**config.mk**
```make
export PLATFORM = sky130hd
export DESIGN_NAME = dma_fill_fifo
export DESIGN_NICKNAME = d
export VERILOG_FILES = /design/src/logic/cache_dma_pkg.sv /design/src/logic/dma_fill_fifo.sv
export SDC_FILE = /design/constraint.sdc
export NUM_CORES = 1
export LEC_CHECK = 0
export BUFFER_PORTS_ARGS = -buffer_cell sky130_fd_sc_hd__buf_2
export CAP_MARGIN = 30
export CORE_MARGIN = 1.5
export CORE_UTILIZATION = 45
export DETAILED_ROUTE_END_ITERATION = 10
export PLACE_DENSITY = 0.71
export SYNTH_ARGS = -nofsm -noshare
export SYNTH_HDL_FRONTEND = slang
export SYNTH_SLANG_ARGS = --single-unit
export TNS_END_PERCENT = 5
```
**constraint.sdc**
```tcl
create_clock -name clk_i -period 5.7 [get_ports clk_i]
set_input_delay 0.285 -clock clk_i [delete_from_list [all_inputs] [get_ports clk_i]]
set_output_delay 0.285 -clock clk_i [all_outputs]
set_load 0.01 [all_outputs]
```
**src/logic/cache_dma_pkg.sv**
```systemverilog
// --------------------
// cache dma package
// block geometry, address field widths and the
// controller state encoding
// --------------------

package cache_dma_pkg;

  // address and word widths
  localparam int ADDR_WIDTH = 32;
  localparam int DATA_WIDTH = 32;
  localparam int BYTE_OFFSET_WIDTH = 2;

  // block geometry
  localparam int BLOCK_WORDS = 8;
  localparam int LG_BLOCK_WORDS = 3;
  localparam int LG_SETS = 4;

  // one data array row per word of every set
  localparam int MEM_ADDR_WIDTH = LG_SETS + LG_BLOCK_WORDS;

  typedef enum logic [2:0] {
    IDLE,
    SEND_FILL_ADDR,
    SEND_EVICT_ADDR,
    GET_FILL_DATA,
    SEND_EVICT_DATA
  } dma_state_e;

endpackage

```
**src/logic/dma_fill_fifo.sv**
```systemverilog
// --------------------
// dma fill fifo
// holds one whole block of inbound fill words,
// valid/ready in and valid/yumi out
// --------------------

module dma_fill_fifo (
  input  logic                                clk_i,
  input  logic                                reset_i,
  input  logic [cache_dma_pkg::DATA_WIDTH-1:0] data_i,
  input  logic                                v_i,
  output logic                                ready_o,
  output logic                                v_o,
  output logic [cache_dma_pkg::DATA_WIDTH-1:0] data_o,
  input  logic                                yumi_i
);

  logic [cache_dma_pkg::DATA_WIDTH-1:0] mem_r [cache_dma_pkg::BLOCK_WORDS];
  logic [cache_dma_pkg::LG_BLOCK_WORDS-1:0] wr_ptr_r;
  logic [cache_dma_pkg::LG_BLOCK_WORDS-1:0] rd_ptr_r;
  logic [cache_dma_pkg::LG_BLOCK_WORDS:0] count_r;
  logic push;
  logic pop;

  // count only reaches BLOCK_WORDS when full
  assign ready_o = ~count_r[cache_dma_pkg::LG_BLOCK_WORDS];
  assign v_o = |count_r;
  assign data_o = mem_r[rd_ptr_r];

  assign push = v_i & ready_o;
  assign pop = yumi_i & v_o;

  always_ff @(posedge clk_i) begin
    if (reset_i) begin
      wr_ptr_r <= '0;
      rd_ptr_r <= '0;
      count_r <= '0;
    end else begin
      if (push) begin
        wr_ptr_r <= wr_ptr_r + 1'b1;
      end
      if (pop) begin
        rd_ptr_r <= rd_ptr_r + 1'b1;
      end
      case ({push, pop})
        2'b10: count_r <= count_r + 1'b1;
        2'b01: count_r <= count_r - 1'b1;
        default: count_r <= count_r;
      endcase
    end
  end

  always_ff @(posedge clk_i) begin
    if (push) begin
      mem_r[wr_ptr_r] <= data_i;
    end
  end

endmodule

```
# [Word-level counts from Yosys, hierarchy flattened]
# Memories as Yosys holds them, arrays and structs flattened. A register that Yosys moved wholly into a read port is not among the register bits.
# Index checks and enable logic that the tools add are counted.
[classes] n_addsub=4 bitwise_logic=3 n_div=0 muxes=5 n_reduce_logical=2 shift=0 n_mul=0 n_eq_ne=2 n_lt_le_gt_ge=0
[op_table] op="$pmux 4 s2" n=1
[op_table] op="$add 3x1->3 const B" n=2
[op_table] op="$mux 3" n=2
[op_table] op="$add 4x1->4 const B" n=1
[op_table] op="$reduce_or 4->1" n=1
[op_table] op="$sub 4x1->4 const B" n=1
[op_table] op="$and 1x1->1" n=2
[op_table] op="$eq 2x1->1 const B" n=1
[op_table] op="$eq 2x2->1 const B" n=1
[op_table] op="$mux 1" n=2
[op_table] op="$reduce_bool 2->1" n=1
[op_table] op="$not 1->1" n=1
[totals] latch_bits=0 ramBits=256 regBits=10 memories=1 romBits=0 word_cells=20 output_inout_bits=34 inputBits=36
[mem_list] memory="mem_r" words=8 width=32 rd=1 rd_clocked_by_memory_dff=1 wr=1 line_no="dma_fill_fifo.sv:18" rtl="logic [cache_dma_pkg::DATA_WIDTH-1:0] mem_r [cache_dma_pkg::BLOCK_WORDS];"

# [Depth between registers and ports, before layout]
[logic_depth] depth_word=4 depth_mapped=10 mapped_depth_nobuf=10

# [Least setup slack after synthesis]
# No wires, ideal clock.
[synth_path] kind="register to register" from="reg count_r[3] in the netlist's numbering" to="mem mem_r[0][0] in the netlist's numbering, enable pin" slack_ps=2254 period_less_slack_ps=3446 stages_incl_launch_ff=5 setup_ps=461 required_ps=5239 t_arrival_ps=2985 path_buffers=1 path_cell_list="dfxtp_1 nor2b_1 clkbuf_1 nand2b_1 nor3_1"
[synth_between] elab_chain_len=4
[synth_rtl] item="start: declaration" line_no="dma_fill_fifo.sv:21" rtl="logic [cache_dma_pkg::LG_BLOCK_WORDS:0] count_r;"
[synth_rtl] item="start signal: assignment" line_no="dma_fill_fifo.sv:46" rtl="2'b10: count_r <= count_r + 1'b1;"
[synth_rtl] item="start signal: assignment" line_no="dma_fill_fifo.sv:47" rtl="2'b01: count_r <= count_r - 1'b1;"
[synth_rtl] item="start signal: assignment" line_no="dma_fill_fifo.sv:48" rtl="default: count_r <= count_r;"
[synth_rtl] item="$not 1->1" line_no="dma_fill_fifo.sv:26" rtl="assign ready_o = ~count_r[cache_dma_pkg::LG_BLOCK_WORDS];"
[synth_rtl] item="$and 1x1->1" line_no="dma_fill_fifo.sv:30" rtl="assign push = v_i & ready_o;"
[synth_rtl] item="$mux 1" line_no="dma_fill_fifo.sv:54" rtl="if (push) begin"
[synth_rtl] item="$mux 1 (implied by the code)" line_no="dma_fill_fifo.sv:55" rtl="mem_r[wr_ptr_r] <= data_i;"
[synth_rtl] item="end: declaration" line_no="dma_fill_fifo.sv:18"
# No other way between the ends.

==> summary.md <==
| Metric | Value |
|---|---|
| Post-DR vias/cell | between 5 and 6 |
| Layout area overhead | 15.5% |
| Fin. max-slew vios | 0 |
| DP Worst Slack | slightly below 3 ns |
| Cell Int Power | 3800 uW |
| Drt drc | 0 |
| Leakage | between 0.003 and 0.004 uW |
| Clk sink count | between 200 and 300 |
| First-pass GRT wire length | approximately 28,000 um |
| Finish-stage setup viols | 0 |
| Synthesis Warnings | 0 |
| IR drop worst, VDD | approximately 220 uV |
| Clock buffer depth | 3 |
| Root Buffer | clkbuf_16 |
| EDFF count, synth | 256 |
| Crit path max fanout | 39 |
| Total chip power | between 4000 and 5000 uW |
| DRT iter0 DRCs | 380 |
| Number of max-cap violations | 0 |
| Critical Path RT | between 5 and 6 ns |
| Worst Hold Slack | 0.0411 ns |
| Synth top area cells | edfxtp_1 74%, mux4_1 10%, mux4_2 5.2% |
| Post-synthesis async set-or-reset flop share | 0 |
| Total core area | between 20,000 and 25,000 um^2 |
| Worst R2R Setup Slack | around 3.1 ns |
| Status | complete, no violations |
| Die Y | around 160 um |
| Nets | 574 |
| Final setup TNS | 0 ns |
| Actual slew at the worst max-slew pin | roughly 0.87 ns |
| Resized Gates After CTS | 0 |
| Row count | 55 |
| Yosys top cell area share | 0.739 |
| Rel. slew slack | 0.417 |
| Dominant synthesized flop cell | edfxtp_1 |
| RSZ-0062 raised after global routing | false |
| CTS tree | yes |
| Die ar. | roughly 24,000 um^2 |
| Hpwl dp | roughly 10,000 um |
| Switching Share | 0.237 |
| PortBufs | slightly below 70 |
| Synth unique cells | 27 |
| Grt ovf | 0 |
| CTS Buf Count | 26 |
| Synth area leader | edfxtp_1 |
| R2r worst-path depth | 4 |
| Max H-tree Level | 1 |
| TritonRoute pass-1 iters | 6 |
| Hold Path Class | primary input to register |
| Final Skew | just under 0.007 ns |
| Total setup buffers inserted after CTS | 0 |
| Area of the multi-input gates | about 2400 um^2 |
| Dpl cells | 790 |
| Sequential Power Share | 0.478 |
| Fin crit share | 0.570 |
| PwrDens | roughly 410 nW/um^2 |
| Cells after Synth | between 400 and 500 |
| Critical setup path kind | register to output port |
| Final WS setup | around 2.5 ns |
| Drt total wl | 18,500 um |
| Initial antenna violation count | 2 |
| Setup crit start kind | register |
| Layout Cells excl Fill | 839 |
| Routed Antenna Nets | 0 |
| Initial core utilization | 0.459 |
| GP Congestion | ~0.67 |
| Share of total power in the clock network | 0.347 |
| Arr. time, crit path | 2.96 ns |
| GRT Total Usage | 0.156 |
| R2R Path Start | count_r[3] |
| Sw Pwr | approximately 1200 uW |
| Clock Latency Late Sink | between 0.5 and 0.6 ns |
| Tmin final | ~3.2 ns |
| Max frequency | around 0.31 GHz |
| Share of layout cells above drive strength 1 | 0.344 |
| Vias in the first global route | around 4.9k |
| Synthesized area per cell | between 20 and 25 um^2 |
| CP Capture Type | output port |
| CP Capture Point | data_o[19] |
| Largest net degree at the start of global routing | 65 |
| Mapped cell area | between 10,000 and 15,000 um^2 |
| CTS clk-pin slew, worst paths | 0.06 ns |
| Sequential cell area | just under 8000 um^2 |
| Post-synthesis net count | 486 |
| Yosys reg bits | about 270 |
| Hold Violations, Final | 0 |
| Drt wl/cell | between 20 and 25 um |
| Vias after detailed routing | ~4.6k |
| Filler instances | 1,687 |
| Worst r2r dst | mem_r[0][25] |
| Chip width | 155 um |
| Hold Buf Count CTS | 0 |
| Io pins | 70 |
| Sequential area share after synthesis | 0.764 |
| Comb pwr share | 0.175 |
critical path, stage by stage, from the launching register on:
cell,delay [ns]
dfxtp_4,0.64
buf_4,0.66
mux4_1,0.66
mux2_2,0.29
buf_2,0.14
kinds of logic after synthesis:
family / Yosys count / synth area share
buffers and inverters: 23 / 0.0141
adder cells (fa/ha/maj): 5 / 0.00601
flip-flops: 269 / 0.764
XOR/XNOR: 7 / 0.00589
AND/OR/NAND/NOR: 35 / 0.0156
AO/OA/AOI/OAI: 7 / 0.00373
multiplexers: 99 / 0.191
per-layer routing:
| layer | global-route usage | up-vias | share of wire |
|---|---|---|---|
| li1 | - | 2073 | - |
| met1 | 0.206 | 2408 | 0.42 |
| met2 | 0.269 | 118 | 0.51 |
| met3 | 0.0312 | 24 | 0.055 |
| met4 | 0.0357 | 0 | 0.014 |
| met5 | 0 | - | 0 |
how the worst min path moves through the flow:
| stage | start | endpoint | slack [ns] | cells past startpoint |
|---|---|---|---|---|
| 6_report | data_i[17] | mem_r[0][17] | 0.04 | 1 |
| 4_1_cts | data_i[12] | mem_r[0][12] | 0.02 | 1 |
| 5_1_grt | data_i[4] | mem_r[1][4] | 0.03 | 1 |
| 3_5_place_dp | rd_ptr_r[1] | register | 0.48 | 2 |
| 3_3_place_gp | rd_ptr_r[1] | register | 0.46 | 2 |
| 2_1_floorplan | data_i[0] | mem_r[0][0] | 0.38 | 0 |
Yosys cell counts (5+ instances only):
library cell,number
mux4_1,40
clkbuf_1,5
edfxtp_1,256
mux4_2,24
xor2_1,6
ha_1,5
buf_2,6
dfxtp_1,13
nor2_1,16
buf_6,7
mux2_2,33
nand2_1,6
registers in the layout, summed over array words and instances, names as in the netlist, named ones only:
register  flops
wr_ptr_r      3
rd_ptr_r      3
mem_r       256
count_r       4
area by class of cell:
class	count	area share
timing repair buffer	80	0.0367
multi-input combinational	153	0.197
sequential	269	0.662
inverter	3	0.000938
tap	285	0.0297
clock inverter	16	0.0157
clock buffer	32	0.0578
antenna	1	0.000208
power by group through the flow:
stage	logic [uW]	clock network (uW)	registers [uW]
after floorplan	670	0	2370
after global placement	863	0	2410
after detailed placement	883	0	2420
after CTS	888	1760	2380
after global routing	946	1830	2390
final	871	1720	2380
through the flow:
stage / instance area, um^2 / util
after detailed placement: 11100 / 0.491
after CTS: 12000 / 0.530
after global routing: 12000 / 0.531
after floorplan: 10400 / -
final: 12000 / 0.531
after global placement: 11100 / 0.491
cells in the final DEF, fill, tap and decap left out, types with 3 or more instances in the layout:
cell        Yosys  final
nor2_1         16     10
mux4_2         24     24
xor2_1          6      6
buf_2           6     69
clkinv_2        0      6
dfxtp_1        13     10
clkbuf_16       0     27
mux4_1         40     40
edfxtp_1      256    256
buf_4           0     10
nand3_1         3      3
clkbuf_1        5      5
nor2_4          0      6
bufinv_16       0      4
inv_1           3      3
clkinvlp_4      0      3
ha_1            5      5
nand2_1         6      6
mux2_2         33     33
a21oi_1         3      3
nand2b_1        3      3
No activity file was read; power rests on OpenSTA's default activity.
