### src/logic/cache_dma_pkg.sv
// --------------------
// cache dma package
// block geometry, address field widths and the
// controller state encoding
// --------------------

package cache_dma_pkg;

  // address and word widths
  localparam int ADDR_WIDTH = 32;
  localparam int DATA_WIDTH = 32;
  localparam int BYTE_OFFSET_WIDTH = 2;

  // block geometry
  localparam int BLOCK_WORDS = 8;
  localparam int LG_BLOCK_WORDS = 3;
  localparam int LG_SETS = 4;

  // one data array row per word of every set
  localparam int MEM_ADDR_WIDTH = LG_SETS + LG_BLOCK_WORDS;

  typedef enum logic [2:0] {
    IDLE,
    SEND_FILL_ADDR,
    SEND_EVICT_ADDR,
    GET_FILL_DATA,
    SEND_EVICT_DATA
  } dma_state_e;

endpackage

### src/logic/dma_evict_fifo.sv
// --------------------
// dma evict fifo
// two-entry outbound buffer for evicted words
// --------------------

module dma_evict_fifo (
  input  logic                                clk_i,
  input  logic                                reset_i,
  input  logic [cache_dma_pkg::DATA_WIDTH-1:0] data_i,
  input  logic                                v_i,
  output logic                                ready_o,
  output logic                                v_o,
  output logic [cache_dma_pkg::DATA_WIDTH-1:0] data_o,
  input  logic                                yumi_i
);

  logic [cache_dma_pkg::DATA_WIDTH-1:0] mem_r [2];
  logic head_r;
  logic tail_r;
  logic full_r;
  logic empty_r;
  logic push;
  logic pop;

  assign push = v_i & ~full_r;
  assign pop = yumi_i & ~empty_r;

  // the read behind ready lands one cycle later, so leave room
  // for a push already on its way in
  assign ready_o = ~full_r & ~(v_i & ~empty_r & ~pop);
  assign v_o = ~empty_r;
  assign data_o = mem_r[head_r];

  always_ff @(posedge clk_i) begin
    if (reset_i) begin
      head_r <= 1'b0;
      tail_r <= 1'b0;
      full_r <= 1'b0;
      empty_r <= 1'b1;
    end else begin
      if (push) begin
        tail_r <= ~tail_r;
      end
      if (pop) begin
        head_r <= ~head_r;
      end
      if (push & ~pop) begin
        empty_r <= 1'b0;
        full_r <= ~empty_r;
      end else if (pop & ~push) begin
        full_r <= 1'b0;
        empty_r <= ~full_r;
      end
    end
  end

  always_ff @(posedge clk_i) begin
    if (push) begin
      mem_r[tail_r] <= data_i;
    end
  end

endmodule

### config.mk
export PLATFORM = sky130hd
export DESIGN_NAME = dma_evict_fifo
export DESIGN_NICKNAME = d
export VERILOG_FILES = /design/src/logic/cache_dma_pkg.sv /design/src/logic/dma_evict_fifo.sv
export SDC_FILE = /design/constraint.sdc
export NUM_CORES = 1
export LEC_CHECK = 0
export ABC_AREA = 1
export BUFFER_PORTS_ARGS = -buffer_cell sky130_fd_sc_hd__buf_2
export CAP_MARGIN = 40
export CORE_MARGIN = 2
export CORE_UTILIZATION = 35
export CTS_CLUSTER_SIZE = 24
export DETAILED_ROUTE_END_ITERATION = 16
export GPL_TIMING_DRIVEN = 1
export PLACE_DENSITY = 0.56
export SLEW_MARGIN = 20
export SYNTH_ARGS = -nofsm -noshare
export SYNTH_HDL_FRONTEND = slang
export SYNTH_SLANG_ARGS = --single-unit
### constraint.sdc
create_clock -name clk_i -period 5.6 [get_ports clk_i]
set_input_delay 0.56 -clock clk_i [delete_from_list [all_inputs] [get_ports clk_i]]
set_output_delay 0.56 -clock clk_i [all_outputs]
set_load 0.1 [all_outputs]
# After elaboration in Yosys (flattened, before gate mapping)
# Memory sizes are Yosys's and may differ from the RTL's. A register that Yosys moved wholly into a read port is not among the register bits.
# Index checks and enable logic that the tools add are counted.
# word_totals
input_bits,36
n_memories,1
output_inout_bits,34
ram_bits,64
ff_bits,4
# op_classes
muxes,8
reduce_logical,1
bitwise_logic,14
# mem_list
name,words,width,read_ports,rd_ports_with_merged_regs,wr,line_no,rtl
mem_r,2,32,1,1,1,dma_evict_fifo.sv:17,logic [cache_dma_pkg::DATA_WIDTH-1:0] mem_r [2];
# op_table
op,count
$mux 1,8
$and 1x1->1,7
$not 1->1,7
$reduce_bool 2->1,1

# Longest topological paths before layout
# Gate-level depths: netlist of the first run.
# logic_depth
depth_word,6
ltp_mapped,5
mapped_depth_nobuf,5

# Least setup slack after synthesis of the first run
# Ideal clock, no wire load.
# synth_path
kind,register to output
start,register with a tool-made name
end,output data_o[0] (netlist name)
t_arrival_ps,2560
stages_incl_launch_ff,3
slack_ps,2480
path_buffers,1
path_cell_list,dfxtp_1 -> buf_6 -> o21ai_0
# synth_lines
element,line_no,rtl
to (decl),dma_evict_fifo.sv:13,"output logic [cache_dma_pkg::DATA_WIDTH-1:0] data_o,"

==> results of run 1 <==
## layout make-up
class / count / area, µm² / area share, %
Sequential cell: 69 / 2030 / 60.5
Multi-Input combinational cell: 85 / 485 / 14.5
Clock inverter: 2 / 10.0 / 0.299
Inverter: 37 / 139 / 4.14
Clock buffer: 14 / 163 / 4.85
Timing Repair Buffer: 72 / 400 / 11.9
Tap cell: 102 / 128 / 3.81
## final timing paths
check / start / to / slack [ps] / cells past startpoint
setup / recovery: register / data_o[16] / 3230 / 4
hold / removal: data_i[14] / mem_r[1][14] / 410 / 1
setup reg to reg: full_r / mem_r[1][29] / 3890 / 4
hold reg to reg: head_r / head_r / 510 / 2
## cell usage in the layout, fill, tap and decap left out
cell type  synthesis  routed
dfxtp_4            0       1
clkbuf_1           0       3
inv_1             37      37
buf_12             1       1
nand2_2            2       2
buf_16             0       1
nor2_1             5       4
a21oi_1            2       2
buf_2              0      69
edfxtp_1          64      64
clkinv_2           0       2
clkbuf_8           0      11
nand2_1           42      42
buf_4              0       1
nor2_4             0       1
o21ai_2           29      29
nand3_1            2       2
o21ai_0            3       3
dfxtp_1            5       4
## power groups by stage
stage               Combinational (mW)  Sequential (mW)  Clock (mW)
floorplan                        0.249            0.615           0
global placement                 0.279            0.626           0
detailed placement               0.286            0.627           0
CTS                              0.286            0.615       0.365
global route                     0.304            0.613       0.390
finish                           0.290            0.609       0.351
## layer usage
metal / global-route usage, % / share of wire (%)
met5: 0 / 0
met3: 3.74 / 7.2
met4: 6.72 / 2.0
met2: 17.0 / 49
met1: 12.9 / 42
## flip-flops by register name, indices dropped and copies added, names as in the netlist, named ones only
name	count
tail_r	1
empty_r	1
mem_r	64
head_r	1
full_r	1
## synth_stat cells
cell      instances
o21ai_2          29
nand3_1           2
nand2_2           2
buf_12            1
buf_6             3
dfxtp_1           5
nor2_1            5
edfxtp_1         64
inv_1            37
a21oi_1           2
nand2_1          42
o21ai_0           3
buf_8             3
## kinds of logic (layout without fill, tap and decap cells)
family / count (synthesis) / after routing / share of synthesized area [%]
flops: 69 / 69 / 73.9
buf+inv: 44 / 125 / 8.68
simple gates: 51 / 51 / 7.27
compound gates: 34 / 34 / 10.2
## critical path, stage by stage (launching register included)
cell,delay [ps]
dfxtp_4,580
buf_12,270
nand2_1,100
o21ai_2,70
buf_2,440
## stage by stage
step | cell area, µm² | total power, mW | hold slack [ps] | utilization [%]
final | 3350 | 1.25 | 407 | 43.8
after global routing | 3350 | 1.31 | 386 | 43.8
after CTS | 3330 | 1.27 | 383 | 43.6
after detailed placement | 3160 | 0.912 | 497 | 41.3
after global placement | 3130 | 0.905 | 485 | 40.9
after floorplan | 2740 | 0.864 | 465 | -
==> impl_metrics.py, run 1 <==
metrics = {
    "placement": {
        "dpl.cell_count": 364,
        "gp_congestion": 0.637,
        "place_hpwl_mm": 2.91,
        "numPortBuffers": 69,
        "detailedPlace.worstSlack_ps": 3430,
    },
    "yosys": {
        "yosysTopAreaCellShare_pct": 70.2,
        "ys_seq_area_share_pct": 73.9,
        "ys_ff_latch": 69,
        "synth_nets": 234,
        "synth_area_um2": 2740,
        "avgSynthCellArea_um2": 13.8,
        "syn_inst": 198,
        "yosys-top-cells-area": "edfxtp_1 70%, o21ai_2 9.3%, nand2_1 5.8%",
        "netlist-cell-type-count": 13,
        "yosys.area.top_type": "edfxtp_1",
        "yosysWarnings": 0,
    },
    "cts": {
        "insertion_delay_ps": 340,
        "postCtsSetupBuffers": 0,
        "hold_buffers": 0,
        "cts_resized": 0,
        "cts_buffers": 9,
        "clockBufferDepth": 2,
        "tritoncts": "done",
        "cts.clk_slew.worst_paths_ps": 70,
        "cts_htree_levels": 3,
        "clock_sinks": 69,
        "cts_root_buf": "clkbuf_8",
    },
    "job": {
        "maxCapViolations": 0,
    },
    "timing": {
        "fin_skew_ps": 11.4,
        "setup_viol": 0,
        "hold_viol_final": 0,
        "report.final.slew_viol_count": 0,
        "rsz0062_at_grt": "no",
        "tns_ps": 0,
        "fmax_ghz": 0.423,
        "final.period_utilization_pct": 42.3,
        "maxSlewHeadroom_pct": 60.9,
        "layout_setup_ws_ps": 3230,
        "worst-slew-pin-transition_ps": 586,
        "fin_crit_ps": 2370,
    },
    "pwr": {
        "p_leak_nw": 1.39,
        "p_seq_share_pct": 48.7,
        "p_comb_share_pct": 23.2,
        "p_int_uw": 831,
        "pwr-share-clk_pct": 28.1,
        "switching_share_pct": 33.5,
        "ir_worst_vdd_uv": 165,
        "p_switching_uw": 419,
        "p_per_area_nw_per_um2": 373,
    },
    "routing": {
        "antenna_left": 0,
        "drc": 0,
        "wl_per_cell_um": 11.3,
        "drt_iter0_drc": 14,
        "dr.pass1.iters": 4,
        "viasPerCell": 4.24,
        "via_count": 1617,
        "wirelength_mm": 4.31,
    },
    "setup_path": {
        "crit_type": "reg -> out",
        "critPathArrivalTime_ps": 1810,
        "crit_path_end_kind": "output pin",
        "crit_path_start_kind": "register",
        "crit_fanout": 36,
        "cp_data_required_time_ps": 5040,
    },
    "floorplan": {
        "num_io_pins": 70,
        "die_h_um": 92.4,
        "initial_core_util_pct": 35.8,
        "dieArea_um2": 8550,
        "die_w_um": 92.4,
        "coreArea_um2": 7650,
        "row_count": 32,
    },
    "final_layout": {
        "nFillCells": 742,
        "area_growth_pct": 22.4,
        "drive_gt1_share_pct": 42.3,
        "diodes": 0,
        "layout.nets": 310,
        "final_cells": 381,
    },
    "min_path": {
        "hp-class": "in -> reg",
    },
    "grt": {
        "grt_pass1_vias": 1450,
        "grt_max_degree": 65,
        "antenna_found_initial": 0,
        "overflow": 0,
        "grt_use_total_pct": 10.9,
        "grt_pass1_wl_mm": 6.84,
    },
    "status": {
        "status": "finished clean",
    },
}
Note: power is estimated with default switching activity, not from simulation.
==> run 2: changes to the inputs <==
PLACE_DENSITY = 0.58   (was 0.56)
clock period = 2.1 ns   (was 5.6 ns; I/O delays follow)
==> impl_metrics.py, run 2 (synthesis results as in run 1) <==
metrics = {
    "final_layout": {
        "area_growth_pct": 30.3,
        "drive_gt1_share_pct": 42.5,
        "largest-register": "mem_r",
        "largest_reg_flops": 64,
        "diodes": 0,
        "final_common_cell": "edfxtp_1",
        "layout.nets": 313,
        "final_cell_mix": "64 x edfxtp_1, 52 x buf_2, 42 x nand2_1",
        "final_cells": 382,
        "final_core_util_pct": 46.6,
    },
    "setup_path": {
        "crit_type": "reg -> out",
        "r2r-start": "full_r",
        "critPathArrivalTime_ps": 1660,
        "path_buf_inv": 2,
        "worstPathCellList": "buf_4, nand2_1, o21ai_2, buf_2",
        "crit_fanout": 32,
        "rr_endpoint": "mem_r[0][2]",
        "crit_path_end_kind": "output pin",
        "crit_path_start_kind": "register",
        "cp_slowest_cell": "buf_2",
        "reg2reg_depth": 4,
        "reg2reg_slack_ps": 900,
        "cp_data_required_time_ps": 1890,
        "cp_top_family": "buffers and inverters",
        "cpPeakStageDelay_ps": 430,
    },
    "status": {
        "status": "finished clean",
    },
    "timing": {
        "fmax_ghz": 0.536,
        "report.final.slew_viol_count": 0,
        "maxSlewHeadroom_pct": 67.7,
        "hold_viol_final": 0,
        "fin_skew_ps": 5.81,
        "final.period_utilization_pct": 88.8,
        "layout_setup_ws_ps": 234,
        "worst-slew-pin-transition_ps": 487,
        "fin_crit_ps": 1870,
        "rsz0062_at_grt": "no",
        "setup_viol": 0,
    },
    "min_path": {
        "min_to": "mem_r[1][26]",
        "hp-class": "in -> reg",
        "worstHoldStart": "data_i[26]",
        "hold_depth": 1,
    },
    "routing": {
        "wirelength_mm": 4.19,
        "dr.pass1.iters": 3,
        "viasPerCell": 4.23,
        "antenna_left": 0,
        "drt_iter0_drc": 28,
        "drc": 0,
        "via_count": 1617,
        "wl_per_cell_um": 11.0,
    },
    "placement": {
        "numPortBuffers": 69,
        "gp_congestion": 0.643,
        "detailedPlace.worstSlack_ps": 552,
        "place_hpwl_mm": 2.90,
        "dpl.cell_count": 368,
    },
    "pwr": {
        "ir_worst_vdd_uv": 488,
        "design_power_total_mw": 3.34,
        "p_per_area_nw_per_um2": 936,
        "p_leak_nw": 1.47,
    },
    "grt": {
        "antenna_found_initial": 0,
        "grt_max_degree": 33,
        "grt_use_total_pct": 11.0,
        "grt_pass1_wl_mm": 6.98,
        "grt_pass1_vias": 1598,
        "overflow": 0,
    },
    "cts": {
        "hold_buffers": 0,
        "clockBufferDepth": 2,
        "tritoncts": "done",
        "cts_root_buf": "clkbuf_8",
        "cts_buffers": 9,
        "cts.clk_slew.worst_paths_ps": 70,
        "cts_resized": 0,
        "clock_sinks": 69,
        "cts_htree_levels": 3,
        "postCtsSetupBuffers": 0,
        "insertion_delay_ps": 330,
    },
    "floorplan": {
        "dieArea_um2": 8550,
        "num_io_pins": 70,
        "initial_core_util_pct": 35.8,
        "row_count": 32,
        "die_w_um": 92.4,
        "coreArea_um2": 7650,
        "die_h_um": 92.4,
    },
    "job": {
        "maxCapViolations": 0,
    },
}
## run 2: cell count changes in the layout (fill, tap and decap cells not counted)
cell	previous run	this run
dfxtp_2	0	1
clkbuf_8	11	9
buf_2	69	52
dfxtp_4	1	0
clkinv_1	0	2
buf_16	1	0
buf_4	1	6
buf_12	1	17
clkbuf_1	3	1
## run 2: how the worst max path moves through the flow
stage	from	end	slack, ps	depth (start not counted)
floorplan	register	data_o[0]	-670	2
global placement	register	data_o[20]	580	4
detailed placement	register	data_o[24]	550	4
CTS	register	data_o[24]	180	4
global route	register	data_o[19]	70	4
finish	register	data_o[19]	230	4
## run 2: through the flow
stage               setup TNS (ps)  hold slack, ps  instance area [µm²]
floorplan                    -2010             309                 2740
global placement                 0             399                 3420
detailed placement               0             401                 3420
CTS                              0            45.4                 3570
global route                     0            43.9                 3570
finish                           0            69.9                 3570
## run 2: metal layers
layer | GRT usage, % | share of wire (%) | up-vias
li1 | - | - | 822
met1 | 12.5 | 42 | 740
met2 | 17.6 | 49 | 45
met3 | 4.07 | 6.9 | 10
met4 | 6.34 | 2.0 | 0
met5 | 0 | 0 | -
## run 2: power breakdown
group	internal (mW)	switching, mW
Combinational	0.230	0.672
Clock	0.403	0.421
Sequential	1.59	0.0189
Total	2.23	1.11
## run 2: cell type report
type | count | area [µm²]
timing repair buffer | 75 | 646
clock inverter | 4 | 17.5
multi-input combinational | 85 | 485
sequential | 69 | 2020
tap | 102 | 128
fill | 693 | 4080
clock buffer | 10 | 128
inverter | 37 | 139
==> run 3: changes to the inputs <==
PLACE_DENSITY = 0.62   (was 0.58)
==> impl_metrics.py, run 3 (synthesis results as in run 1) <==
metrics = {
    "setup_path": {
        "reg2reg_depth": 4,
        "crit_path_start_kind": "register",
        "rr_endpoint": "mem_r[0][11]",
        "worstPathCellList": "buf_4, nand2_1, o21ai_0, buf_12",
        "critPathArrivalTime_ps": 1670,
        "crit_fanout": 22,
        "reg2reg_slack_ps": 860,
        "crit_type": "reg -> out",
        "cpPeakStageDelay_ps": 540,
        "cp_slowest_cell": "dfxtp_4",
        "cp_data_required_time_ps": 1890,
        "crit_path_end_kind": "output pin",
        "r2r-start": "full_r",
        "path_buf_inv": 2,
        "cp_top_family": "buffers and inverters",
    },
    "timing": {
        "fmax_ghz": 0.533,
        "worst-slew-pin-transition_ps": 491,
        "tns_ps": 0,
        "maxSlewHeadroom_pct": 67.5,
        "report.final.slew_viol_count": 0,
        "hold_viol_final": 0,
        "layout_setup_ws_ps": 225,
        "fin_skew_ps": 4.17,
        "setup_viol": 0,
        "finalHoldWorstSlack_ps": 64.2,
        "rsz0062_at_grt": "no",
        "final.period_utilization_pct": 89.3,
        "fin_crit_ps": 1880,
    },
    "final_layout": {
        "drive_gt1_share_pct": 42.3,
        "final_cell_mix": "64 x edfxtp_1, 48 x buf_2, 42 x nand2_1",
        "final_common_cell": "edfxtp_1",
        "final_core_util_pct": 47.7,
        "layout.nets": 313,
        "final_cells": 383,
        "nFillCells": 690,
        "diodes": 0,
        "largest_reg_flops": 64,
        "largest-register": "mem_r",
        "area_growth_pct": 33.1,
        "finalInstanceArea_um2": 3640,
    },
    "job": {
        "maxCapViolations": 0,
    },
    "pwr": {
        "ir_worst_vdd_uv": 438,
        "pwr-share-clk_pct": 24.9,
        "switching_share_pct": 33.2,
        "p_leak_nw": 1.49,
        "p_switching_mw": 1.13,
        "p_seq_share_pct": 47.8,
        "p_comb_share_pct": 27.3,
        "design_power_total_mw": 3.40,
        "p_per_area_nw_per_um2": 932,
        "p_int_mw": 2.27,
    },
    "grt": {
        "overflow": 0,
        "grt_pass1_wl_mm": 7.19,
        "grt_pass1_vias": 1551,
        "grt_use_total_pct": 11.4,
        "antenna_found_initial": 0,
        "grt_max_degree": 24,
    },
    "placement": {
        "dpl.cell_count": 368,
        "postPlaceCellArea_um2": 3490,
        "gp_congestion": 0.677,
        "place_hpwl_mm": 3.14,
        "numPortBuffers": 69,
        "detailedPlace.worstSlack_ps": 381,
    },
    "floorplan": {
        "num_io_pins": 70,
        "dieArea_um2": 8550,
        "row_count": 32,
        "coreArea_um2": 7650,
        "die_w_um": 92.4,
        "initial_core_util_pct": 35.8,
        "die_h_um": 92.4,
    },
    "routing": {
        "dr.pass1.iters": 4,
        "antenna_left": 0,
        "wirelength_mm": 4.40,
        "wl_per_cell_um": 11.5,
        "drt_iter0_drc": 71,
        "drc": 0,
        "via_count": 1622,
        "viasPerCell": 4.23,
    },
    "cts": {
        "cts_root_buf": "clkbuf_8",
        "clock_sinks": 69,
        "cts_buffers": 9,
        "clockBufferDepth": 2,
        "postCtsSetupBuffers": 0,
        "hold_buffers": 0,
        "insertion_delay_ps": 330,
        "tritoncts": "done",
        "cts.clk_slew.worst_paths_ps": 70,
        "cts_htree_levels": 3,
        "cts_resized": 0,
    },
    "min_path": {
        "worstHoldStart": "data_i[1]",
        "hp-class": "in -> reg",
        "min_to": "mem_r[0][1]",
        "hold_depth": 1,
    },
    "status": {
        "status": "finished clean",
    },
}
run 3: cell types whose count changed in the layout (fill, tap and decap cells not counted):
cell,before,now
dfxtp_2,1,0
buf_12,17,22
dfxtp_4,0,1
buf_4,6,5
buf_2,52,48
clkinv_1,2,1
clkbuf_1,1,3
run 3: final cells by class:
type                       count  area [µm²]  share of cell area (%)
tap                          102         128                    3.50
multi-input combinational     85         485                    13.3
sequential                    69        2030                    55.6
timing repair buffer          75         718                    19.7
inverter                      37         139                    3.81
clock buffer                  12         135                    3.71
clock inverter                 3        13.8                   0.378
run 3: per-layer routing:
| metal | track usage, % | vias up | part of all wire [%] |
|---|---|---|---|
| li1 | - | 827 | - |
| met2 | 18.2 | 49 | 50 |
| met3 | 4.64 | 9 | 6.7 |
| met4 | 6.34 | 0 | 2.3 |
| met5 | 0 | - | 0 |
| met1 | 12.9 | 737 | 41 |
run 3: power groups by stage:
stage,combinational (mW),clock [mW],sequential (mW)
6_report,0.927,0.845,1.62
5_1_grt,0.966,0.948,1.63
4_1_cts,0.938,0.882,1.62
3_5_place_dp,0.937,0,1.65
3_3_place_gp,0.930,0,1.65
2_1_floorplan,0.664,0,1.64
run 3: how the worst max path moves through the flow:
stage | start | endpoint | slack, ps | depth (start not counted)
4_1_cts | register | data_o[31] | 4 | 4
5_1_grt | register | data_o[31] | 90 | 4
6_report | register | data_o[31] | 220 | 4
3_5_place_dp | register | data_o[31] | 380 | 4
2_1_floorplan | register | data_o[0] | -670 | 2
3_3_place_gp | register | data_o[31] | 400 | 4
