===== src/logic/cache_dma_pkg.sv =====
// --------------------
// cache dma package
// block geometry, address field widths and the
// controller state encoding
// --------------------

package cache_dma_pkg;

  // address and word widths
  localparam int ADDR_WIDTH = 32;
  localparam int DATA_WIDTH = 32;
  localparam int BYTE_OFFSET_WIDTH = 2;

  // block geometry
  localparam int BLOCK_WORDS = 8;
  localparam int LG_BLOCK_WORDS = 3;
  localparam int LG_SETS = 4;

  // one data array row per word of every set
  localparam int MEM_ADDR_WIDTH = LG_SETS + LG_BLOCK_WORDS;

  typedef enum logic [2:0] {
    IDLE,
    SEND_FILL_ADDR,
    SEND_EVICT_ADDR,
    GET_FILL_DATA,
    SEND_EVICT_DATA
  } dma_state_e;

endpackage


===== src/logic/cache_dma_ctrl.sv =====
// --------------------
// cache dma controller
// sequences address packets, fill writes and evict reads
// against the data array, captures the snoop word
// --------------------

module cache_dma_ctrl (
  input  logic clk_i,
  input  logic reset_i,

  input  logic send_fill_addr_i,
  input  logic send_evict_addr_i,
  input  logic get_fill_data_i,
  input  logic send_evict_data_i,
  input  logic way_i,
  input  logic [cache_dma_pkg::ADDR_WIDTH-1:0] addr_i,

  output logic done_o,
  output logic [cache_dma_pkg::DATA_WIDTH-1:0] snoop_word_o,

  output logic [cache_dma_pkg::ADDR_WIDTH-1:0] pkt_addr_o,
  output logic pkt_write_o,
  output logic pkt_v_o,
  input  logic pkt_yumi_i,

  input  logic fill_v_i,
  input  logic [cache_dma_pkg::DATA_WIDTH-1:0] fill_data_i,
  output logic fill_yumi_o,

  input  logic evict_ready_i,
  output logic evict_v_o,

  output logic mem_v_o,
  output logic mem_w_o,
  output logic [cache_dma_pkg::MEM_ADDR_WIDTH-1:0] mem_addr_o,
  output logic [2*(cache_dma_pkg::DATA_WIDTH/8)-1:0] mem_w_mask_o,
  output logic [2*cache_dma_pkg::DATA_WIDTH-1:0] mem_wdata_o
);

  cache_dma_pkg::dma_state_e state_r;
  cache_dma_pkg::dma_state_e state_n;

  logic [cache_dma_pkg::LG_BLOCK_WORDS:0] counter_r;
  logic [cache_dma_pkg::LG_BLOCK_WORDS:0] counter_n;
  logic evict_v_r;
  logic evict_v_n;

  logic [cache_dma_pkg::LG_BLOCK_WORDS-1:0] word_offset;
  logic [cache_dma_pkg::LG_SETS-1:0] set_index;
  logic [cache_dma_pkg::LG_BLOCK_WORDS-1:0] row_word;
  logic last_fill_word;
  logic evict_start;
  logic evict_rd;
  logic snoop_we;

  assign word_offset = addr_i[cache_dma_pkg::BYTE_OFFSET_WIDTH +: cache_dma_pkg::LG_BLOCK_WORDS];
  assign set_index = addr_i[cache_dma_pkg::BYTE_OFFSET_WIDTH + cache_dma_pkg::LG_BLOCK_WORDS
                            +: cache_dma_pkg::LG_SETS];

  // block aligned, byte and word offsets cleared
  assign pkt_addr_o = {
    addr_i[cache_dma_pkg::ADDR_WIDTH-1:cache_dma_pkg::BYTE_OFFSET_WIDTH
           + cache_dma_pkg::LG_BLOCK_WORDS],
    {(cache_dma_pkg::BYTE_OFFSET_WIDTH + cache_dma_pkg::LG_BLOCK_WORDS){1'b0}}
  };
  assign pkt_write_o = (state_r == cache_dma_pkg::SEND_EVICT_ADDR);

  // row 0 is read straight out of idle
  assign row_word = (state_r == cache_dma_pkg::IDLE)
    ? '0
    : counter_r[cache_dma_pkg::LG_BLOCK_WORDS-1:0];
  assign mem_addr_o = {set_index, row_word};

  // way 1 in the upper half
  assign mem_w_mask_o = {
    {(cache_dma_pkg::DATA_WIDTH/8){way_i}},
    {(cache_dma_pkg::DATA_WIDTH/8){~way_i}}
  };
  assign mem_wdata_o = {2{fill_data_i}};

  assign evict_v_o = evict_v_r;

  assign last_fill_word = (counter_r == {1'b0, {cache_dma_pkg::LG_BLOCK_WORDS{1'b1}}});
  assign evict_start = ~send_fill_addr_i & ~send_evict_addr_i & ~get_fill_data_i
    & send_evict_data_i & evict_ready_i;
  assign evict_rd = evict_ready_i & ~counter_r[cache_dma_pkg::LG_BLOCK_WORDS];

  always_comb begin
    state_n = state_r;
    counter_n = counter_r;
    evict_v_n = 1'b0;
    done_o = 1'b0;
    pkt_v_o = 1'b0;
    fill_yumi_o = 1'b0;
    mem_v_o = 1'b0;
    mem_w_o = 1'b0;

    case (state_r)
      cache_dma_pkg::IDLE: begin
        if (send_fill_addr_i) begin
          state_n = cache_dma_pkg::SEND_FILL_ADDR;
        end else if (send_evict_addr_i) begin
          state_n = cache_dma_pkg::SEND_EVICT_ADDR;
        end else if (get_fill_data_i) begin
          state_n = cache_dma_pkg::GET_FILL_DATA;
          counter_n = '0;
        end else if (evict_start) begin
          state_n = cache_dma_pkg::SEND_EVICT_DATA;
          counter_n = 1;
          mem_v_o = 1'b1;
          evict_v_n = 1'b1;
        end
      end

      cache_dma_pkg::SEND_FILL_ADDR,
      cache_dma_pkg::SEND_EVICT_ADDR: begin
        pkt_v_o = 1'b1;
        done_o = pkt_yumi_i;
        if (pkt_yumi_i) begin
          state_n = cache_dma_pkg::IDLE;
        end
      end

      cache_dma_pkg::GET_FILL_DATA: begin
        mem_v_o = fill_v_i;
        mem_w_o = fill_v_i;
        fill_yumi_o = fill_v_i;
        if (fill_v_i) begin
          counter_n = counter_r + 1'b1;
        end
        done_o = fill_v_i & last_fill_word;
        if (fill_v_i & last_fill_word) begin
          state_n = cache_dma_pkg::IDLE;
        end
      end

      cache_dma_pkg::SEND_EVICT_DATA: begin
        mem_v_o = evict_rd;
        evict_v_n = evict_rd;
        if (evict_rd) begin
          counter_n = counter_r + 1'b1;
        end
        // all rows read, finish once the buffer has room
        done_o = counter_r[cache_dma_pkg::LG_BLOCK_WORDS] & evict_ready_i;
        if (counter_r[cache_dma_pkg::LG_BLOCK_WORDS] & evict_ready_i) begin
          state_n = cache_dma_pkg::IDLE;
        end
      end

      default: begin
        state_n = cache_dma_pkg::IDLE;
      end
    endcase
  end

  always_ff @(posedge clk_i) begin
    if (reset_i) begin
      state_r <= cache_dma_pkg::IDLE;
      counter_r <= '0;
      evict_v_r <= 1'b0;
    end else begin
      state_r <= state_n;
      counter_r <= counter_n;
      evict_v_r <= evict_v_n;
    end
  end

  // keep the word the cache missed on
  assign snoop_we = (state_r == cache_dma_pkg::GET_FILL_DATA) & fill_v_i
    & (counter_r[cache_dma_pkg::LG_BLOCK_WORDS-1:0] == word_offset);

  always_ff @(posedge clk_i) begin
    if (snoop_we) begin
      snoop_word_o <= fill_data_i;
    end
  end

endmodule


===== config.mk =====
export PLATFORM = sky130hd
export DESIGN_NAME = cache_dma_ctrl
export DESIGN_NICKNAME = d
export VERILOG_FILES = /design/src/logic/cache_dma_pkg.sv /design/src/logic/cache_dma_ctrl.sv
export SDC_FILE = /design/constraint.sdc
export NUM_CORES = 1
export LEC_CHECK = 0
export BUFFER_PORTS_ARGS = -buffer_cell sky130_fd_sc_hd__buf_2
export CAP_MARGIN = 20
export CORE_MARGIN = 2
export CORE_UTILIZATION = 34
export DETAILED_ROUTE_END_ITERATION = 8
export PLACE_DENSITY_LB_ADDON = 0.2
export SLEW_MARGIN = 0
export SYNTH_ARGS = -nofsm -noshare
export SYNTH_HDL_FRONTEND = slang
export SYNTH_SLANG_ARGS = --single-unit

===== constraint.sdc =====
create_clock -name clk_i -period 4.7 [get_ports clk_i]
set_input_delay 0.94 -clock clk_i [delete_from_list [all_inputs] [get_ports clk_i]]
set_output_delay 0.94 -clock clk_i [all_outputs]
set_load 0.01 [all_outputs]

### Yosys cells after proc, flatten, opt, wreduce, memory -nomap -nowiden

Cells that the tools add are included.

* bits in registers: 40

* $add $sub $neg: 1
* equal/unequal tests: 15
* mux-type cells: 25
* bitwise logic cells: 14
* reductions and logical operators: 5

Operators by type and width (number)
* $mux 3: 8
* $mux 4: 6
* $ne 2x2->1 const B: 7
* $pmux 3 s4: 1
* $pmux 4 s3: 1
* $and 1x1->1: 9
* $eq 3x2->1 const B: 2
* $mux 1: 6
* $pmux 1 s3: 2
* $reduce_and 6->1: 1
* $ne 5x5->1 const B: 1
* $not 1->1: 5
* $add 4x1->4 const B: 1
* $eq 4x3->1 const B: 1
* $reduce_and 4->1: 1
* $eq 3x1->1 const B: 1
* $eq 3x3->1: 1
* $eq 3x3->1 const B: 1
* $logic_not 3->1: 1
* $ne 3x3->1 const B: 1
* $reduce_bool 3->1: 1
* $pmux 1 s2: 1
* $reduce_or 2->1: 1

### Longest topological paths before layout

Gate-level depths: netlist (run 1).

* depth in word-level cells: 10
* mapped depth: 6
* depth with buffers taken out: 6

### Worst setup path after synthesis (run 1)

OpenSTA, ideal clock, no wires.

* kind: in2reg
* start: input port fill_v_i
* end: register snoop_word_o[0] (netlist name) (enable)
* library setup time: 0.501 ns
* data arrival time: 4.250 ns
* slack: -0.052 ns
* cell stages on the path: 2
* path buffers: 0
* cell sequence: nand4_1 nor4_1

* cells in the longest elaborated chain, start to end: 2

Ends and longest elaborated chain
* from (decl): RTL line cache_dma_ctrl.sv:26 `input logic fill_v_i,`
* $and 1x1->1: RTL line cache_dma_ctrl.sv:169 `assign snoop_we = (state_r == cache_dma_pkg::GET_FILL_DATA) & fill_v_i`
* $and 1x1->1: RTL line cache_dma_ctrl.sv:170 `& (counter_r[cache_dma_pkg::LG_BLOCK_WORDS-1:0] == word_offset);`
* via snoop_we: RTL line cache_dma_ctrl.sv:54 `logic snoop_we;`
* to (signal assigned): RTL line cache_dma_ctrl.sv:174 `snoop_word_o <= fill_data_i;`
* to (decl): RTL line cache_dma_ctrl.sv:19 `output logic [cache_dma_pkg::DATA_WIDTH-1:0] snoop_word_o,`

The timed path passes the listed nets, and every way through them passes these cells.
A chain may end at the register's enable or synchronous reset.

### Final worst setup path (run 1)

* start: input port fill_v_i
* end: output port done_o

* cells in the longest elaborated chain, start to end: 2

Ends and longest elaborated chain
* $and 1x1->1: RTL line cache_dma_ctrl.sv:131 `done_o = fill_v_i & last_fill_word;`
* $pmux 1 s3: RTL line cache_dma_ctrl.sv:98 `case (state_r)`
* to (decl): RTL line cache_dma_ctrl.sv:18 `output logic done_o,`

No other way between the ends.

==> results.py, run 1 <==
metrics = {
    "run_status": {
        "status": "completed",
    },
    "route": {
        "ant_nets": 0,
        "route.vias.total": 1629,
        "post-route-drc-count": 0,
        "drt_first_iter_violations": 48,
        "route.detailed.vias_per_inst": 4.25,
        "routedWlPerCell_um": 12.8,
        "detailedRoute.firstPassIterationCount": 3,
        "postRouteWirelength_mm": 4.90,
    },
    "die": {
        "io_pins": 224,
        "design.die.area_um2": 7950,
        "die_height_um": 89.1,
        "die_span_x_um": 89.1,
        "starting_density_of_the_core_pct": 34.5,
        "floorplan_core_area_um2": 7140,
        "core.rowCount": 31,
    },
    "yosys": {
        "synth_top_area_share_pct": 39.0,
        "synth_ff_type": "sky130_fd_sc_hd__edfxtp_1",
        "avgSynthCellArea_um2": 11.0,
        "synth_cell_type_count": 44,
        "asyncSetResetFlopFracSynth_pct": 0,
        "synth_edf_count": 32,
        "synth.area.top_cells": "sky130_fd_sc_hd__edfxtp_1, sky130_fd_sc_hd__buf_4, sky130_fd_sc_hd__dfxtp_1",
        "mappedNetlistArea_um2": 2460,
        "postSynthRegisterBits": 40,
        "yosysSeqAreaShare_pct": 45.5,
        "postSynthCellCount": 224,
        "post-synth-top-area-cell": "sky130_fd_sc_hd__edfxtp_1",
        "synth.yosys.warnings": 0,
    },
    "critical_path": {
        "timing.critical_path.to_type": "primary output",
        "critical_path.max_stage_delay_ps": 290,
        "crit_top_cell": "sky130_fd_sc_hd__buf_2",
        "crit_path_start_kind": "primary input",
        "crit_type": "in -> out",
        "critical_path.n_buffers_inverters": 2,
        "worstPathRequired_ps": 3760,
        "worstPathCellList": "buf_2 > and4b_1 > a21oi_1 > mux2_2 > o22ai_1 > buf_2",
        "worst_path_dominant_cell_family": "multiplexers",
        "crit_path_top_delay_cell": "sky130_fd_sc_hd__mux2_2",
        "worst_ep_arrival_time_ps": 1940,
        "timing.critical_path.fanout_max": 2,
    },
    "sta": {
        "timing.final.max_slew_violations": 0,
        "setup_violators_final": 0,
        "shortest_clock_period_the_worst_path_allows_after_layout_ps": 2880,
        "finalHoldViolCount": 0,
        "final.period_utilization_pct": 61.3,
        "skew_ps": 6.26,
        "fin_tns_setup_ps": 0,
        "timing.fmax_ghz": 0.347,
        "timing.hold.ws_ps": 548,
        "rsz0062_at_grt": "no",
    },
    "placement": {
        "gpl.final_weighted_congestion": 0.841,
        "numPlacedInstances": 375,
        "placed_standard_cell_area_um2": 2580,
        "port_buffers": 158,
        "detailedPlacementHpwl_mm": 3.94,
    },
    "clock_network": {
        "post-cts-setup-buffers": 0,
        "cts_inserted_buffers": 5,
        "cts_max_path_buffers": 2,
        "post_cts.resized_instances": 0,
        "cts_tree": "yes",
        "ctsRootBufferMaster": "sky130_fd_sc_hd__clkbuf_8",
        "h-tree-depth": 2,
        "clkSinkCount": 40,
        "worst_skew_pair.late_latency_ps": 280,
        "cts_hold_buffers": 0,
        "clk_pin_slew_worst_paths_ps": 80,
    },
    "pwr": {
        "p_switching_uw": 188,
        "leakage_power_total_nw": 1.28,
        "power_density_nw_per_um2": 292,
        "ir_worst_vdd_v": 0.000161,
        "switching_share_pct": 23.9,
        "power_share_of_the_combinational_group_pct": 16.0,
        "p_seq_share_pct": 49.8,
        "internal_power_uw": 599,
        "pwr-share-clk_pct": 34.2,
    },
    "finish": {
        "antennaDiodeCount": 0,
        "drive_above_1_share_pct": 63.0,
        "area_growth_syn_to_layout_pct": 9.14,
        "finish.instance_area_um2": 2690,
        "finish.net_count": 358,
        "final_non_filler_cells": 383,
    },
    "global_route": {
        "grt_pass1_wl_mm": 6.44,
        "antenna_violations_before_repair": 0,
        "grt.overflow.total": 0,
        "vias_in_the_first_global_route": 1303,
        "track_usage_pct": 10.7,
        "pin_count_of_the_biggest_net_entering_global_routing": 33,
    },
    "min_path": {
        "hold_path_class": "reg -> reg",
    },
    "run": {
        "drv.max_cap_violation_count": 0,
    },
}
area by class of cell:
cell class,instances,area [um2]
Multi-Input combinational cell,70,513
Timing Repair Buffer,159,798
Fill cell,752,4450
Clock buffer,6,72.6
Inverter,7,26.3
Tap cell,99,124
Clock inverter,2,35.0
Sequential cell,40,1120
placed cells by master (no fill, tap or decap), types with 2 or more instances in the layout:
cell                       netlist  final
sky130_fd_sc_hd__buf_2           1    158
sky130_fd_sc_hd__nor2_1          2      2
sky130_fd_sc_hd__conb_1          1      5
sky130_fd_sc_hd__a21oi_1         4      4
sky130_fd_sc_hd__and2_2          3      3
sky130_fd_sc_hd__clkbuf_8        0      5
sky130_fd_sc_hd__inv_1           7      7
sky130_fd_sc_hd__a211oi_1        4      4
sky130_fd_sc_hd__nor2b_1         4      4
sky130_fd_sc_hd__edfxtp_1       32     32
sky130_fd_sc_hd__nand3_1         2      2
sky130_fd_sc_hd__o32ai_1         2      2
sky130_fd_sc_hd__o21ai_0         5      5
sky130_fd_sc_hd__xor2_1          3      3
sky130_fd_sc_hd__nand2_1         7      7
sky130_fd_sc_hd__dfxtp_1         8      8
sky130_fd_sc_hd__nor3_1          2      2
sky130_fd_sc_hd__or3_1           2      2
cells by family (layout without fill, tap and decap cells):
kind of cell             Yosys count  count (layout)  share of synthesized area (%)
buffers and inverters            118             174                           34.9
flip-flops                        40              40                           45.5
AND/OR/NAND/NOR                   35              35                           9.14
AO/OA/AOI/OAI                     24              24                           7.92
XOR/XNOR                           4               4                           1.42
adder cells (fa/ha/maj)            1               1                          0.508
other                              1               5                          0.152
multiplexers                       1               1                          0.457
Yosys cell counts, types with 2 or more instances:
master and n:
sky130_fd_sc_hd__buf_4 109, sky130_fd_sc_hd__nand3_1 2, sky130_fd_sc_hd__and2_2 3, sky130_fd_sc_hd__a211oi_1 4
sky130_fd_sc_hd__xor2_1 3, sky130_fd_sc_hd__o21ai_0 5, sky130_fd_sc_hd__a21oi_1 4, sky130_fd_sc_hd__or3_1 2
sky130_fd_sc_hd__nor2b_1 4, sky130_fd_sc_hd__nand2_1 7, sky130_fd_sc_hd__nor3_1 2, sky130_fd_sc_hd__o32ai_1 2
sky130_fd_sc_hd__nor2_1 2, sky130_fd_sc_hd__inv_1 7, sky130_fd_sc_hd__edfxtp_1 32, sky130_fd_sc_hd__dfxtp_1 8
state kept, by name (all words and copies together), names as in the netlist:
register / count
counter_r: 4
evict_v_o: 1
snoop_word_o: 32
state_r: 3
layer usage:
metal	share of wire, %	GRT usage [%]	wire length, um
met1	38	11.4	1840
met4	0.73	3.12	36
met2	50	19.4	2460
met3	12	4.52	573
met5	0	0	0
power groups by stage:
stage	sequential, mW	combinational (mW)	clock [mW]
floorplan	0.395	0.138	0
global placement	0.400	0.127	0
detailed placement	0.399	0.127	0
CTS	0.391	0.128	0.285
global route	0.392	0.139	0.301
finish	0.391	0.126	0.269
final timing paths:
kind | from | endpoint | slack [ps] | cells after the start
min | counter_r[1]$_SDFFE_PP0P_ | counter_r[1]$_SDFFE_PP0P_ | 550 | 2
min reg2reg | counter_r[1]$_SDFFE_PP0P_ | counter_r[1]$_SDFFE_PP0P_ | 550 | 2
max | fill_v_i | done_o | 1820 | 6
max reg2reg | state_r[2]$_SDFFE_PP0P_ | snoop_word_o[6]$_DFFE_PP_ | 2750 | 4
worst min-delay path: cells and delay by family, from the launching register on:
| kind | cells | cell delay, ps |
|---|---|---|
| DFF | 1 | 360 |
| AOI/OAI and AO/OA | 2 | 150 |
through the flow:
step | util, % | setup WS (ps) | total power [mW]
after floorplan | - | 1270 | 0.533
after global placement | 36.2 | 1830 | 0.526
after detailed placement | 36.2 | 1820 | 0.527
after CTS | 37.7 | 1820 | 0.804
after global routing | 37.7 | 1690 | 0.832
final | 37.7 | 1820 | 0.787
(Power assumes the default switching activity.)
==> run 2, diff against run 1 <==
CORE_AREA = 2 2 86 88   (was unset)
CORE_MARGIN = unset   (was 2)
CORE_UTILIZATION = unset   (was 34)
DIE_AREA = 0 0 88 90   (was unset)
clock period = 2.9 ns   (was 4.7 ns; I/O delays follow)
==> run 2 against run 1 <==
Compared with the run above:
- sequential power increased by 62%
- critical path type is now reg -> out
- highest routed layer unchanged
- largest cell class unchanged
- critical path depth unchanged
- power increased by 63%
- critical endpoint unchanged
==> results.py, run 2 (synthesis gave the netlist of run 1 again) <==
metrics = {
    "run_status": {
        "status": "completed",
    },
    "clock_network": {
        "cts_hold_buffers": 0,
        "cts_inserted_buffers": 5,
        "h-tree-depth": 2,
        "post-cts-setup-buffers": 0,
        "cts_tree": "yes",
        "ctsRootBufferMaster": "sky130_fd_sc_hd__clkbuf_8",
        "clkSinkCount": 40,
        "clk_pin_slew_worst_paths_ps": 80,
        "cts_max_path_buffers": 2,
        "worst_skew_pair.late_latency_ps": 280,
        "post_cts.resized_instances": 0,
    },
    "die": {
        "floorplan_core_area_um2": 7020,
        "die_height_um": 90,
        "die_span_x_um": 88,
        "design.die.area_um2": 7920,
        "starting_density_of_the_core_pct": 35.1,
        "io_pins": 224,
        "core.rowCount": 31,
    },
    "critical_path": {
        "critical_path.max_stage_delay_ps": 440,
        "timing.critical_path.to_type": "primary output",
        "crit_path_top_delay_cell": "sky130_fd_sc_hd__dfxtp_1",
        "crit_type": "reg -> out",
        "worstPathRequired_ps": 2320,
        "worstPathCellList": "ha_1 > and4b_1 > a21oi_1 > mux2_2 > o22ai_1 > buf_2",
        "timing.critical_path.fanout_max": 6,
        "ff2ff_setup_slack_ps": 930,
        "crit_path_start_kind": "register",
        "worst_ep_arrival_time_ps": 1900,
    },
    "placement": {
        "gpl.final_weighted_congestion": 0.808,
        "port_buffers": 158,
        "detailedPlacementHpwl_mm": 3.92,
        "place_ws_ps": 728,
    },
    "route": {
        "route.detailed.vias_per_inst": 4.26,
        "drt_first_iter_violations": 10,
        "route.vias.total": 1630,
        "ant_nets": 0,
        "post-route-drc-count": 0,
        "postRouteWirelength_mm": 4.93,
        "detailedRoute.firstPassIterationCount": 4,
        "routedWlPerCell_um": 12.9,
    },
    "finish": {
        "biggestRegsByFlops": "snoop_word_o (32), counter_r (4), state_r (3)",
        "area_growth_syn_to_layout_pct": 9.14,
        "drive_above_1_share_pct": 63.0,
        "layout.cells.most_common_list": "sky130_fd_sc_hd__buf_2, sky130_fd_sc_hd__edfxtp_1, sky130_fd_sc_hd__dfxtp_1, sky130_fd_sc_hd__inv_1, sky130_fd_sc_hd__nand2_1",
        "largest-register": "snoop_word_o",
        "layout_commonest_cell": "sky130_fd_sc_hd__buf_2",
        "fillerInstances": 707,
        "antennaDiodeCount": 0,
        "finish.net_count": 358,
        "largest_reg_flops": 32,
        "final_core_util_pct": 38.3,
    },
    "global_route": {
        "grt_pass1_wl_mm": 7.04,
        "track_usage_pct": 11.5,
        "antenna_violations_before_repair": 0,
        "grt.overflow.total": 0,
        "pin_count_of_the_biggest_net_entering_global_routing": 33,
        "vias_in_the_first_global_route": 1427,
    },
    "sta": {
        "fin_tns_setup_ps": 0,
        "timing.fmax_ghz": 0.404,
        "finalHoldViolCount": 0,
        "timing.final.max_slew_violations": 0,
        "final.period_utilization_pct": 85.3,
        "setup_violators_final": 0,
        "worst_slack_ps": 425,
        "skew_ps": 7.48,
        "rsz0062_at_grt": "no",
        "shortest_clock_period_the_worst_path_allows_after_layout_ps": 2480,
    },
    "pwr": {
        "leakage_power_total_nw": 1.28,
        "power_density_nw_per_um2": 476,
        "ir_worst_vdd_v": 0.000171,
    },
    "run": {
        "drv.max_cap_violation_count": 0,
    },
    "min_path": {
        "hold_path_class": "in -> reg",
    },
}
==> run 2: cell counts in the layout (fill, tap and decap cells not counted) <==
No cell type changed its count.
==> run 2: area by class of cell <==
cell class              instances  area, um2  share of cell area (%)
flip-flops and latches         40       1120                    41.7
repair buffers                159        798                    29.7
multi-input cells              70        513                    19.1
well taps                      99        124                    4.60
clock buffers                   6       72.6                    2.70
clock inverters                 2       35.0                    1.30
inverters                       7       26.3                   0.977
==> run 2: report_power, final <==
| group | switching (mW) | internal, mW | total (mW) |
|---|---|---|---|
| Sequential | 0.0115 | 0.623 | 0.634 |
| Clock | 0.186 | 0.255 | 0.442 |
| Combinational | 0.112 | 0.0924 | 0.205 |
| Total | 0.310 | 0.971 | 1.28 |
==> run 2: metrics by stage <==
stage	instance area, um2	cells	hold slack [ps]	power (mW)
floorplan	2490	228	492	0.865
global placement	2580	375	534	0.854
detailed placement	2580	375	535	0.854
CTS	2690	383	477	1.30
global route	2690	383	471	1.34
finish	2690	383	487	1.28
==> run 2: metal layers <==
metal	global-route usage (%)	routed length [um]	vias to the layer above
met5	0	0	-
met4	3.85	91	0
met3	4.87	558	15
met2	19.4	2340	119
met1	12.8	1940	729
li1	-	-	767
==> run 2: critical path: cells and delay by family (launching register included) <==
kind / cells / cell delay (ps)
and+or+nand+nor: 1 / 270
DFF: 1 / 440
buffers and inverters: 1 / 150
adders and majority gates: 1 / 210
AOI/OAI and AO/OA: 2 / 250
muxes: 1 / 300
==> run 2: worst paths after layout <==
| check | startpoint | endpoint | cells past startpoint |
|---|---|---|---|
| worst max-delay path | counter_r[0]$_SDFFE_PP0P_ | done_o | 6 |
| worst min-delay path | fill_data_i[26] | snoop_word_o[26]$_DFFE_PP_ | 1 |
| worst min register to register | counter_r[1]$_SDFFE_PP0P_ | counter_r[1]$_SDFFE_PP0P_ | 2 |
| worst max register to register | state_r[2]$_SDFFE_PP0P_ | snoop_word_o[23]$_DFFE_PP_ | 4 |
==> run 3, diff against run 2 <==
GPL_TIMING_DRIVEN = 0   (was unset)
==> run 3 against run 2 <==
Compared with the run above:
- global-route usage is 2.4 points higher
- largest cell class is now non-clock buffers
- die area stayed put
- critical path type unchanged
- via count is 32% higher
==> results.py, run 3 (synthesis gave the netlist of run 1 again) <==
metrics = {
    "finish": {
        "final_core_util_pct": 53.0,
        "drive_above_1_share_pct": 75.6,
        "antennaDiodeCount": 0,
        "fillerInstances": 641,
        "area_growth_syn_to_layout_pct": 50.9,
        "biggestRegsByFlops": "snoop_word_o (32), counter_r (4), state_r (3)",
        "layout_commonest_cell": "sky130_fd_sc_hd__buf_2",
        "layout.cells.most_common_list": "sky130_fd_sc_hd__buf_2, sky130_fd_sc_hd__buf_4, sky130_fd_sc_hd__edfxtp_1, sky130_fd_sc_hd__dfxtp_1",
        "finish.net_count": 501,
        "largest-register": "snoop_word_o",
        "largest_reg_flops": 32,
    },
    "sta": {
        "fin_tns_setup_ps": 0,
        "rsz0062_at_grt": "no",
        "skew_ps": 4.80,
        "final.period_utilization_pct": 84.3,
        "timing.final.max_slew_violations": 0,
        "max_slew_margin_pct": 57.7,
        "setup_violators_final": 0,
        "timing.fmax_ghz": 0.409,
        "finalHoldViolCount": 0,
        "shortest_clock_period_the_worst_path_allows_after_layout_ps": 2450,
        "max_slew.worst_pin.slew_ps": 629,
        "worst_slack_ps": 455,
    },
    "pwr": {
        "leakage_power_total_nw": 1.95,
        "ir_worst_vdd_v": 0.000288,
        "power_density_nw_per_um2": 405,
    },
    "route": {
        "ant_nets": 0,
        "drt_first_iter_violations": 77,
        "top_layer": "met4",
        "postRouteWirelength_mm": 5.89,
        "detailedRoute.firstPassIterationCount": 4,
        "post-route-drc-count": 0,
        "route.detailed.vias_per_inst": 4.10,
        "wl_met2_mm": 3.06,
        "routedWlPerCell_um": 11.2,
        "met3RoutedLength_um": 621,
        "met1_length_mm": 2.16,
        "route.vias.total": 2150,
    },
    "die": {
        "die_height_um": 90,
        "io_pins": 224,
        "design.die.area_um2": 7920,
        "die_span_x_um": 88,
        "starting_density_of_the_core_pct": 35.1,
        "core.rowCount": 31,
        "floorplan_core_area_um2": 7020,
    },
    "placement": {
        "port_buffers": 189,
        "detailedPlacementHpwl_mm": 5.02,
        "gpl.final_weighted_congestion": 0.898,
        "place_ws_ps": 593,
    },
    "global_route": {
        "vias_in_the_first_global_route": 1875,
        "grt_pass1_wl_mm": 8.71,
        "grt.overflow.total": 0,
        "antenna_violations_before_repair": 0,
        "pin_count_of_the_biggest_net_entering_global_routing": 17,
        "track_usage_pct": 13.9,
    },
    "clock_network": {
        "cts_hold_buffers": 0,
        "ctsRootBufferMaster": "sky130_fd_sc_hd__clkbuf_8",
        "cts_tree": "yes",
        "post-cts-setup-buffers": 0,
        "clkSinkCount": 40,
        "cts_max_path_buffers": 2,
        "h-tree-depth": 2,
        "worst_skew_pair.late_latency_ps": 280,
        "clk_pin_slew_worst_paths_ps": 70,
        "cts_inserted_buffers": 5,
        "post_cts.resized_instances": 0,
    },
    "run_status": {
        "status": "completed",
    },
    "critical_path": {
        "critical_path.n_buffers_inverters": 1,
        "timing.critical_path.fanout_max": 6,
        "rr_startpoint": "state_r[1]$_SDFFE_PP0P_",
        "cp-startpoint": "counter_r[0]$_SDFFE_PP0P_",
        "worst_path_dominant_cell_family": "flip-flops",
        "worstPathCellList": "ha_1 > and4b_1 > a21oi_1 > mux2_2 > o22ai_1 > buf_2",
        "critical_path.max_stage_delay_ps": 470,
        "crit_type": "reg -> out",
        "crit_path_start_kind": "register",
        "timing.critical_path.to_type": "primary output",
        "crit_path_top_delay_cell": "sky130_fd_sc_hd__dfxtp_1",
        "worst_ep_arrival_time_ps": 1870,
        "worstPathRequired_ps": 2320,
    },
    "run": {
        "drv.max_cap_violation_count": 0,
    },
    "min_path": {
        "hold_path_class": "in -> reg",
        "hold_path.startpoint": "fill_data_i[6]",
    },
}
[run 3: cell types whose count changed in the layout (fill, tap and decap cells not counted), sizes merged]
| cell | delta |
|---|---|
| buf | +143 |
| bufinv | +1 |
| clkbuf | -1 |
| clkinv | -1 |
[run 3: layout make-up]
cell class                 count  area, um2  area share, %
inverter                       7       26.3          0.706
timing repair buffer         191        972           26.1
buffer                       111        835           22.4
sequential                    40       1120           30.1
tap                           99        124           3.33
clock inverter                 2       60.1           1.61
multi-input combinational     70        513           13.8
clock buffer                   5       68.8           1.85
[run 3: final timing paths]
path / slack (ps) / cells after the start / end
max: 450 / 6 / done_o
min: 500 / 1 / snoop_word_o[6]$_DFFE_PP_
max reg2reg: 810 / 5 / snoop_word_o[21]$_DFFE_PP_
min reg2reg: 550 / 2 / counter_r[2]$_SDFFE_PP0P_
[run 3: worst reg2reg max path: stages, from the launching register on]
cell	delay, ps
sky130_fd_sc_hd__dfxtp_1	340
sky130_fd_sc_hd__buf_4	180
sky130_fd_sc_hd__nand4_1	210
sky130_fd_sc_hd__nor4_4	660
sky130_fd_sc_hd__buf_6	240
sky130_fd_sc_hd__buf_8	180
[run 3: power by group]
group / total, mW / switching [mW] / internal, mW
Sequential: 0.627 / 0.00359 / 0.623
Clock: 0.520 / 0.181 / 0.339
Combinational: 0.360 / 0.159 / 0.201
[run 3: metal layers]
layer	GRT usage (%)	vias up
met4	2.95	0
met1	14.9	970
met2	26.2	121
met3	3.86	5
met5	0	-
li1	-	1054
[run 3: metrics by stage]
step | hold slack, ps | instances | instance area, um2 | total power, mW
final | 499 | 525 | 3720 | 1.51
after global routing | 483 | 525 | 3720 | 1.59
after CTS | 487 | 525 | 3720 | 1.53
after detailed placement | 542 | 518 | 3590 | 1.00
after global placement | 535 | 516 | 3560 | 0.998
after floorplan | 492 | 228 | 2490 | 0.865
